## src/design/mau_pkg.sv

```systemverilog
package mau_pkg;

	//******************************
	// Widths and sizes
	//******************************
	localparam int DATA_W      = 32;
	localparam int SEL_W       = DATA_W / 8;
	localparam int DISP_W      = 4;
	localparam int QUEUE_DEPTH = 4;
	localparam int PTR_W       = $clog2(QUEUE_DEPTH);

	typedef logic [DATA_W-1:0] word_t;

	// Bit 3 is the lane at offset 0 (bits 31:24)
	typedef logic [SEL_W-1:0]  sel_t;

	typedef logic [DISP_W-1:0] disp_t;

	//******************************
	// Access encodings
	//******************************
	typedef enum logic {
		ACC_LOAD  = 1'b0,
		ACC_STORE = 1'b1
	} acc_op_e;

	typedef enum logic [1:0] {
		SZ_BYTE = 2'b00,
		SZ_WORD = 2'b01,
		SZ_LONG = 2'b10
	} acc_size_e;

	// Bus master states
	typedef enum logic {
		BUS_IDLE   = 1'b0,
		BUS_ACTIVE = 1'b1
	} bus_state_e;

	// One queued memory access
	typedef struct packed {
		acc_op_e   op;
		acc_size_e size;
		word_t     addr;
		word_t     wdata;
		sel_t      sel;
	} access_req_t;

endpackage

```

## src/design/access_if.sv

```systemverilog
`timescale 1ns/1ps

interface access_if;
	import mau_pkg::*;

	logic        valid;
	logic        ready;
	access_req_t payload;

	// Payload held stable while valid and not ready
	modport source (
		output valid,
		output payload,
		input  ready
	);

	modport sink (
		input  valid,
		input  payload,
		output ready
	);

endinterface

```

## src/design/addr_gen.sv

```systemverilog
`timescale 1ns/1ps

module addr_gen (
	input  logic               CLK,
	input  logic               RST_N,
	input  logic               cmd_valid,
	output logic               cmd_ready,
	input  mau_pkg::acc_op_e   cmd_op,
	input  mau_pkg::acc_size_e cmd_size,
	input  mau_pkg::word_t     cmd_base,
	input  mau_pkg::disp_t     cmd_disp,
	input  mau_pkg::word_t     cmd_wdata,
	access_if.source           req
);
	import mau_pkg::*;

	word_t scaled_disp;
	word_t eff_addr;
	word_t store_data;
	sel_t  lane_sel;

	//******************************
	// Address
	//******************************
	// Displacement counts in units of the access size
	always_comb begin
		case (cmd_size)
			SZ_BYTE: scaled_disp = word_t'(cmd_disp);
			SZ_WORD: scaled_disp = word_t'({cmd_disp, 1'b0});
			default: scaled_disp = word_t'({cmd_disp, 2'b00});
		endcase
	end

	assign eff_addr = cmd_base + scaled_disp;

	//******************************
	// Store lanes
	//******************************
	always_comb begin
		if (cmd_op == ACC_STORE) begin
			case (cmd_size)
				SZ_BYTE: store_data = {4{cmd_wdata[7:0]}};
				SZ_WORD: store_data = {2{cmd_wdata[15:0]}};
				default: store_data = cmd_wdata;
			endcase
		end else begin
			store_data = '0;
		end
	end

	// Big-endian lanes, offset 0 is the top byte
	always_comb begin
		case (cmd_size)
			SZ_BYTE: lane_sel = 4'b1000 >> eff_addr[1:0];
			SZ_WORD: lane_sel = eff_addr[1] ? 4'b0011 : 4'b1100;
			default: lane_sel = 4'b1111;
		endcase
	end

	//******************************
	// Output register
	//******************************
	assign cmd_ready = !req.valid || req.ready;

	always_ff @(posedge CLK or negedge RST_N) begin
		if (!RST_N) begin
			req.valid <= 1'b0;
		end else if (cmd_ready) begin
			req.valid <= cmd_valid;
		end
	end

	always_ff @(posedge CLK) begin
		if (cmd_valid && cmd_ready) begin
			req.payload <= '{op: cmd_op, size: cmd_size, addr: eff_addr,
			                 wdata: store_data, sel: lane_sel};
		end
	end

endmodule

```

## src/design/access_queue.sv

```systemverilog
`timescale 1ns/1ps

module access_queue (
	input  logic     CLK,
	input  logic     RST_N,
	access_if.sink   in,
	access_if.source out
);
	import mau_pkg::*;

	access_req_t      entries [QUEUE_DEPTH];
	logic [PTR_W-1:0] wr_ptr;
	logic [PTR_W-1:0] rd_ptr;
	logic [PTR_W:0]   count;
	logic             full;
	logic             push;
	logic             pop;

	assign full = (count == (PTR_W + 1)'(QUEUE_DEPTH));
	assign push = in.valid && in.ready;
	assign pop  = out.valid && out.ready;

	// A full queue still accepts when the head leaves this cycle
	assign in.ready    = !full || out.ready;
	assign out.valid   = (count != '0);
	assign out.payload = entries[rd_ptr];

	//******************************
	// Pointers and count
	//******************************
	always_ff @(posedge CLK or negedge RST_N) begin
		if (!RST_N) begin
			wr_ptr <= '0;
			rd_ptr <= '0;
			count  <= '0;
		end else begin
			if (push) begin
				if (wr_ptr == PTR_W'(QUEUE_DEPTH - 1)) begin
					wr_ptr <= '0;
				end else begin
					wr_ptr <= wr_ptr + 1'b1;
				end
			end

			if (pop) begin
				if (rd_ptr == PTR_W'(QUEUE_DEPTH - 1)) begin
					rd_ptr <= '0;
				end else begin
					rd_ptr <= rd_ptr + 1'b1;
				end
			end

			case ({push, pop})
				2'b10:   count <= count + 1'b1;
				2'b01:   count <= count - 1'b1;
				default: count <= count;
			endcase
		end
	end

	//******************************
	// Storage
	//******************************
	always_ff @(posedge CLK) begin
		if (push) begin
			entries[wr_ptr] <= in.payload;
		end
	end

endmodule

```

## src/design/wb_access.sv

```systemverilog
`timescale 1ns/1ps

module wb_access (
	input  logic           CLK,
	input  logic           RST_N,
	access_if.sink         req,
	output logic           wb_cyc,
	output logic           wb_stb,
	output logic           wb_we,
	output mau_pkg::word_t wb_adr,
	output mau_pkg::word_t wb_dat_o,
	output mau_pkg::sel_t  wb_sel,
	input  mau_pkg::word_t wb_dat_i,
	input  logic           wb_ack,
	output logic           result_valid,
	output mau_pkg::word_t result_data
);
	import mau_pkg::*;

	bus_state_e  state;
	access_req_t cur;
	logic        active;
	logic        accept;
	logic [1:0]  lane_shift;
	word_t       shifted;
	word_t       load_data;

	assign active    = (state == BUS_ACTIVE);
	assign req.ready = (state == BUS_IDLE);
	assign accept    = req.valid && req.ready;

	//******************************
	// FSM
	//******************************
	always_ff @(posedge CLK or negedge RST_N) begin
		if (!RST_N) begin
			state        <= BUS_IDLE;
			result_valid <= 1'b0;
		end else begin
			result_valid <= 1'b0;
			case (state)
				BUS_IDLE: begin
					if (req.valid) begin
						state <= BUS_ACTIVE;
					end
				end
				BUS_ACTIVE: begin
					if (wb_ack) begin
						state        <= BUS_IDLE;
						result_valid <= (cur.op == ACC_LOAD);
					end
				end
				default: state <= BUS_IDLE;
			endcase
		end
	end

	// Latched request drives the bus for the whole cycle
	always_ff @(posedge CLK) begin
		if (accept) begin
			cur <= req.payload;
		end
	end

	//******************************
	// Wishbone outputs
	//******************************
	assign wb_cyc   = active;
	assign wb_stb   = active;
	assign wb_we    = active && (cur.op == ACC_STORE);
	assign wb_adr   = cur.addr;
	assign wb_dat_o = cur.wdata;
	assign wb_sel   = cur.sel;

	//******************************
	// Load alignment
	//******************************
	// Bytes to move the addressed lane down to bit 0
	always_comb begin
		case (cur.size)
			SZ_BYTE: lane_shift = ~cur.addr[1:0];
			SZ_WORD: lane_shift = {~cur.addr[1], 1'b0};
			default: lane_shift = 2'b00;
		endcase
	end

	assign shifted = wb_dat_i >> {lane_shift, 3'b000};

	always_comb begin
		case (cur.size)
			SZ_BYTE: load_data = {{24{shifted[7]}}, shifted[7:0]};
			SZ_WORD: load_data = {{16{shifted[15]}}, shifted[15:0]};
			default: load_data = shifted;
		endcase
	end

	always_ff @(posedge CLK) begin
		if (active && wb_ack && (cur.op == ACC_LOAD)) begin
			result_data <= load_data;
		end
	end

endmodule

```

## src/design/mem_access_top.sv

```systemverilog
`timescale 1ns/1ps

module mem_access_top (
	input  logic               CLK,
	input  logic               RST_N,

	// Command side
	input  logic               cmd_valid,
	output logic               cmd_ready,
	input  mau_pkg::acc_op_e   cmd_op,
	input  mau_pkg::acc_size_e cmd_size,
	input  mau_pkg::word_t     cmd_base,
	input  mau_pkg::disp_t     cmd_disp,
	input  mau_pkg::word_t     cmd_wdata,

	// Load results
	output logic               result_valid,
	output mau_pkg::word_t     result_data,

	// Wishbone master
	output logic               wb_cyc,
	output logic               wb_stb,
	output logic               wb_we,
	output mau_pkg::word_t     wb_adr,
	output mau_pkg::word_t     wb_dat_o,
	output mau_pkg::sel_t      wb_sel,
	input  mau_pkg::word_t     wb_dat_i,
	input  logic               wb_ack
);

	access_if gen_to_queue ();
	access_if queue_to_bus ();

	addr_gen u_addr_gen (
		.CLK       (CLK),
		.RST_N     (RST_N),
		.cmd_valid (cmd_valid),
		.cmd_ready (cmd_ready),
		.cmd_op    (cmd_op),
		.cmd_size  (cmd_size),
		.cmd_base  (cmd_base),
		.cmd_disp  (cmd_disp),
		.cmd_wdata (cmd_wdata),
		.req       (gen_to_queue.source)
	);

	access_queue u_access_queue (
		.CLK   (CLK),
		.RST_N (RST_N),
		.in    (gen_to_queue.sink),
		.out   (queue_to_bus.source)
	);

	wb_access u_wb_access (
		.CLK          (CLK),
		.RST_N        (RST_N),
		.req          (queue_to_bus.sink),
		.wb_cyc       (wb_cyc),
		.wb_stb       (wb_stb),
		.wb_we        (wb_we),
		.wb_adr       (wb_adr),
		.wb_dat_o     (wb_dat_o),
		.wb_sel       (wb_sel),
		.wb_dat_i     (wb_dat_i),
		.wb_ack       (wb_ack),
		.result_valid (result_valid),
		.result_data  (result_data)
	);

endmodule

```

## config.mk

```make
export PLATFORM = sky130hd
export DESIGN_NAME = mem_access_top
export DESIGN_NICKNAME = d
export VERILOG_FILES = /design/src/design/mau_pkg.sv /design/src/design/access_if.sv /design/src/design/addr_gen.sv /design/src/design/access_queue.sv /design/src/design/wb_access.sv /design/src/design/mem_access_top.sv
export SDC_FILE = /design/constraint.sdc
export NUM_CORES = 1
export LEC_CHECK = 0
export BUFFER_PORTS_ARGS = -buffer_cell sky130_fd_sc_hd__clkbuf_2
export CAP_MARGIN = 15
export CORE_ASPECT_RATIO = 1.5
export CORE_UTILIZATION = 55
export DETAILED_ROUTE_END_ITERATION = 10
export PLACE_DENSITY = 0.83
export SYNTH_ARGS = -nofsm -noshare
export SYNTH_HDL_FRONTEND = slang
export SYNTH_SLANG_ARGS = --single-unit
```

## constraint.sdc

```tcl
create_clock -name CLK -period 6.25 [get_ports CLK]
set_input_delay 0.3125 -clock CLK [delete_from_list [all_inputs] [get_ports CLK]]
set_output_delay 0.3125 -clock CLK [all_outputs]
set_load 0.05 [all_outputs]
```

### After elaboration in Yosys (flattened, before gate mapping)

Memories as Yosys holds them, arrays and structs flattened. A register that Yosys moved wholly into a read port is not among the register bits.
Cells that the tools add are included.

* bits in writable memories: 284
* output and inout port bits: 105
* logic and storage cells: 61
* register bits: 113
* input port bits: 107
* memories kept: 1

* $add $sub $neg: 5
* mux-type cells: 16
* equal/unequal tests: 7
* reduce and logical (&&, ||, !) cells: 14
* shifts and indexed selects: 2
* bitwise gates (word level): 4

Memories
* u_access_queue.entries: depth 4, width 71, read ports 1, clocked after memory_dff 1, write ports 1, line access_queue.sv:11 `access_req_t entries [QUEUE_DEPTH];`

Operator list (number)
* 32-bit case mux with 2 select lines: 2
* 32-bit by 6-bit adder with 32-bit output: 1
* 32-bit by 5-bit >> shifter with 32-bit output: 1
* 6-bit case mux with 2 select lines: 1
* 4-bit case mux with 2 select lines: 1
* 2-bit by 1-bit == test with 1-bit output (second input constant): 3
* 2-bit == test (second input constant): 3
* 1-bit logical AND: 6
* 1-bit 2-to-1 mux: 6
* 3-bit case mux with 2 select lines: 1
* 2-bit by 1-bit adder with 2-bit output (second input constant): 2
* 2-bit logical NOT: 2
* 2-bit 2-to-1 mux: 2
* 4-bit 2-to-1 mux: 1
* 2-bit case mux with 2 select lines: 1
* 4-bit by 2-bit >> shifter with 4-bit output (first input constant): 1
* 3-bit by 1-bit adder with 3-bit output (second input constant): 1
* 3-bit == test (second input constant): 1
* 1-bit NOT: 3
* 3-bit nonzero test: 1
* 3-bit by 1-bit subtractor with 3-bit output (second input constant): 1
* 1-bit logical NOT: 2
* 1-bit logical OR: 2
* 2-bit NOT: 1
* other kinds (2): 2

### Longest topological paths before layout

* depth in word-level cells: 6
* mapped depth: 12

### By module

From an unflattened synthesis, not the netlist that was laid out.

* cell total of the unflattened synthesis: 969
* area, all modules: 18622.9 um^2

Modules (own cells, without submodules)
* access_queue: cells each 414, area each 10657.7 um^2, instances 1, sequential area each 8703.3 um^2
* wb_access: cells each 270, area each 4341.7 um^2, instances 1, sequential area each 3143.0 um^2
* addr_gen: cells each 285, area each 3623.5 um^2, instances 1, sequential area each 2157.1 um^2

### Worst setup path after synthesis

Ideal clock, no wire load.

* kind: register to register
* from: reg u_wb_access.state (netlist: u_wb_access.wb_cyc)
* to: reg u_access_queue.count[2]
* setup time: 0.079 ns
* period minus slack after synthesis: 5.252 ns
* buffers on the path: 0
* cell stages (with the launch flop): 8
* arrival time: 5.173 ns
* path slack: 0.998 ns
* cells stage by stage: dfrtp_1 > nor2_1 > ha_1 > inv_1 > fa_1 > xor2_1 > nor2_1 > xor2_1

RTL lines
* start: declaration: line wb_access.sv:20 `bus_state_e state;`
* start signal: assignment: line wb_access.sv:37 `state <= BUS_IDLE;`
* start signal: assignment: line wb_access.sv:44 `state <= BUS_ACTIVE;`
* start signal: assignment: line wb_access.sv:49 `state <= BUS_IDLE;`
* 1-bit NOT *: line wb_access.sv:29 `assign req.ready = (state == BUS_IDLE);`
* 1-bit logical AND *: line access_queue.sv:21 `assign pop = out.valid && out.ready;`
* via u_access_queue.pop: line access_queue.sv:17 `logic pop;`
* 2-bit by 1-bit == test with 1-bit output or 2-bit == test (tied branches): line access_queue.sv:53 `case ({push, pop})`
* 3-bit case mux with 2 select lines or 2-bit nonzero test (tied branches)
* end signal: assignment: line access_queue.sv:54 `2'b10: count <= count + 1'b1;`
* end signal: assignment: line access_queue.sv:55 `2'b01: count <= count - 1'b1;`
* end signal: assignment: line access_queue.sv:56 `default: count <= count;`
* end: declaration: line access_queue.sv:14 `logic [PTR_W:0] count;`

The timed path passes the listed nets; every way through them passes the cells marked *.
A chain may end at the register's enable or synchronous reset.

### Worst setup path after layout

* from: in cmd_size[1]
* to: reg, netlist name u_addr_gen.req.payload[64]

* cells in the longest elaborated chain, start to end: 3

RTL lines
* start: declaration: line mem_access_top.sv:11 `input mau_pkg::acc_size_e cmd_size,`
* 2-bit by 1-bit == test with 1-bit output or 2-bit logical NOT (tied branches): line addr_gen.sv:27 `case (cmd_size)`
* 6-bit case mux with 2 select lines *: line addr_gen.sv:27
* 32-bit by 6-bit adder with 32-bit output *: line addr_gen.sv:34 `assign eff_addr = cmd_base + scaled_disp;`
* via u_addr_gen.eff_addr[28]: line addr_gen.sv:18 `word_t eff_addr;`

Marked as above.

==> results.sh <==
export IMPL_status="complete, no violations"
export IMPL_ys_ff_latch=468
export IMPL_slew_headroom=0.237
export IMPL_critical_path_arrival_ns=3.73
export IMPL_gp_congestion=0.812
export IMPL_antenna_found_initial=0
export IMPL_synthToLayoutAreaGrowth_pct=12.6
export IMPL_syn_mean_instance_area_um2=19.0
export IMPL_cts_sinks=468
export IMPL_synthMostInstantiatedCell="edfxtp_1"
export IMPL_critPathLaunch="cmd_size[1]"
export IMPL_synth_edff_count=458
export IMPL_rr_startpoint="u_wb_access.cur[69]"
export IMPL_crit_type="input port to flop"
export IMPL_grt_overflow_total=0
export IMPL_synth_top_family_by_area="multiplexers"
export IMPL_ios=212
export IMPL_hold_buffers=3
export IMPL_antenna_left=0
export IMPL_fp_coreArea_mm2=0.0327
export IMPL_rrSetupSlack_ns=3.65
export IMPL_ys_seq_area_frac=0.761
export IMPL_die_area_mm2=0.0342
export IMPL_maxSlewViolCount=0
export IMPL_critPathCaptureType="flop"
export IMPL_clockRootBuffer="clkbuf_16"
export IMPL_synth_top_flop_cell="edfxtp_1"
export IMPL_hold_viol_final=0
export IMPL_place_ws_ns=2.18
export IMPL_met1_usage=0.237
export IMPL_ir_drop_mv=0.328
export IMPL_busiest_layer="met2"
export IMPL_rr_endpoint="u_wb_access.result_data[24]"
export IMPL_layout_setup_ws_ns=2.79
export IMPL_dr_first_iter_drc_count=629
export IMPL_critPathCapture="u_addr_gen.req.payload[64]"
export IMPL_cts_made_buffers=40
export IMPL_cts_buffer_depth=3
export IMPL_rsz0062_at_grt="false"
export IMPL_yosysWarningCount=0
export IMPL_crit_fanout=46
export IMPL_yosysTopAreaCell="edfxtp_1"
export IMPL_htree_num_levels=2
export IMPL_first_global_vias=9310
export IMPL_ctsResizeCount=0
export IMPL_synthTopCellsByCount="edfxtp_1 (458), mux4_2 (71), buf_4 (69)"
export IMPL_min_period_over_period=0.553
export IMPL_p_leak_nw=7.35
export IMPL_wl_per_cell_um=21.9
export IMPL_setup_viol=0
export IMPL_synthAdderAreaFrac=0.0103
export IMPL_ys_async_sr_fraction=0.0214
export IMPL_die_h_um=226
export IMPL_cp_required_ns=6.53
export IMPL_grt_first_pass_wirelength_um=51500
export IMPL_syn_area_mm2=0.0184
export IMPL_dpl_cell_area_mm2=0.0194
export IMPL_finalWirelength_um=34400
export IMPL_synth_xor_area_frac=0.0152
export IMPL_dp_hpwl_um=20400
export IMPL_synth_compound_area_share=0.0289
export IMPL_synth_nets=1090
export IMPL_initial_core_util=0.562
export IMPL_grtUsageMet3=0.0311
export IMPL_crit_chain="clkbuf_2 > nor2_1 > and2_1 > ha_1 > inv_1 > fa_1 > nor2b_1 > o211ai_1 > a21oi_2 > nand4_1 > xnor2_1"
export IMPL_grt_max_degree=74
export IMPL_io_buffers=211
export IMPL_cap_violations=0
export IMPL_path_clk_slew_ns=0.06
export IMPL_final_nets=1250
export IMPL_netlist_instances=969
export IMPL_total_power_mw=10.3
export IMPL_max_freq_ghz=0.289
export IMPL_finalInstanceArea_mm2=0.0207
export IMPL_fillers=2211
export IMPL_ys_types=45
export IMPL_antennaDiodeCount=0
export IMPL_drc=0
export IMPL_cp_start_kind="input port"
export IMPL_final_setup_tns_ns=0
export IMPL_grt_use_met2=0.374
export IMPL_critPathMaxStageDelay_ns=0.75
export IMPL_netlist_area_leader_share=0.747
export IMPL_gr_usage_all_layers=0.206
export IMPL_yosys_top_cells_area="edfxtp_1 (75%), mux4_2 (8.7%), buf_4 (2.8%)"
export IMPL_synthMuxAreaShare=0.104
export IMPL_vias=8913
export IMPL_slowest_stage="nor2_1"
export IMPL_dr_pass1_iters=5
export IMPL_floorplan_rows=81
export IMPL_clock_skew_ns=0.00961
export IMPL_worstMarginPinSlew_ns=1.15
export IMPL_cts_tree="done"
export IMPL_p_per_area_mw_per_mm2=497
export IMPL_rr_worst_depth=5
export IMPL_hold_path_class="input port to flop"
export IMPL_routed_via_density=5.67
export IMPL_post_cts_buffers=0
export IMPL_synthSimpleGateAreaFrac=0.0382
export IMPL_layout_drive_gt1_share=0.315
export IMPL_fin_crit_ns=3.46
export IMPL_die_w_um=151
export IMPL_worst_hold_slack_ns=0.0941
export IMPL_clkLatencyLatePin_ns=0.52
==> stage by stage <==
stage,utilization,std cells
3_5_place_dp,0.593,1499
5_1_grt,0.633,1573
3_3_place_gp,0.593,1499
6_report,0.633,1573
4_1_cts,0.633,1573
2_1_floorplan,-,969
==> report_power, final <==
group / internal, mW / leakage (nW) / total (mW) / switching [mW]
Clock: 1.40 / 0.634 / 2.44 / 1.04
Combinational: 0.902 / 2.32 / 2.82 / 1.92
Sequential: 4.55 / 4.40 / 5.05 / 0.495
Total: 6.86 / 7.35 / 10.3 / 3.45
==> state kept, by name, summed over array words and instances, names as in the netlist, 2 cells and up <==
signal                   cells
u_access_queue.count         3
u_access_queue.entries     284
u_addr_gen.req.payload      71
u_wb_access.wb_sel           4
u_access_queue.wr_ptr        2
u_access_queue.rd_ptr        2
u_wb_access.result_data     32
u_wb_access.wb_dat_o        32
u_wb_access.cur              3
u_wb_access.wb_adr          32
==> metal layers <==
| metal | up-vias | wire length [um] | share of wire |
|---|---|---|---|
| li1 | 4020 | - | - |
| met1 | 4469 | 12500 | 0.36 |
| met2 | 338 | 18700 | 0.54 |
| met3 | 86 | 1910 | 0.056 |
| met4 | 0 | 1300 | 0.038 |
| met5 | - | 0 | 0 |
==> cell families (layout without fill, tap and decap cells) <==
family | Yosys count | in the layout
xor+xnor | 32 | 32
simple gates | 131 | 131
mux | 103 | 103
buf+inv | 132 | 321
compound gates | 89 | 89
fa+ha+maj | 14 | 14
flops | 468 | 468
==> placed cells by master (no fill, tap or decap), drive strengths merged, types with 3 or more instances in the layout <==
cell type / synthesis / routed
a21boi: 8 / 8
a211oi: 9 / 9
clkbuf: 17 / 255
o21bai: 4 / 4
buf: 87 / 8
nand3: 15 / 15
nor2: 17 / 17
a21oi: 28 / 28
ha: 12 / 12
nor2b: 18 / 18
and2: 22 / 22
and3: 6 / 6
bufinv: 0 / 5
mux4: 71 / 71
mux2: 3 / 3
nand2: 31 / 31
nand4: 9 / 9
xor2: 7 / 7
a21o: 3 / 3
dlygate4sd3: 0 / 3
clkinv: 0 / 21
o21ai: 31 / 31
dfrtp: 10 / 10
inv: 28 / 28
mux2i: 29 / 29
nor3: 5 / 5
edfxtp: 458 / 458
xnor2: 25 / 25
==> worst max-delay path, delay by kind of cell <==
family	cells	cell delay [ns]
buffers and inverters	2	0.57
adders and majority gates	2	0.56
and+or+nand+nor	4	1.36
AOI/OAI and AO/OA	2	0.75
xor gates and xnor gates	1	0.16
==> worst min-delay path by stage <==
stage          slack [ns]    startpoint  depth (start not counted)                         end
2_1_floorplan        0.02         RST_N                          0     u_access_queue.count[0]
3_3_place_gp         0.22         RST_N                          1        u_addr_gen.req.valid
3_5_place_dp         0.22         RST_N                          1        u_addr_gen.req.valid
4_1_cts              0.06  cmd_base[31]                          2  u_addr_gen.req.payload[67]
5_1_grt              0.08  cmd_base[31]                          2  u_addr_gen.req.payload[67]
6_report             0.09  cmd_base[31]                          2  u_addr_gen.req.payload[67]
==> layout make-up <==
type,instances,area [um2],share of cell area
tap,415,519,0.0250
timing repair buffer,222,1150,0.0553
multi-input combinational,369,3660,0.176
clock buffer,44,1040,0.0500
sequential,468,14000,0.676
inverter,28,105,0.00507
clock inverter,27,251,0.0121
No activity file was read; power rests on OpenSTA's default activity.
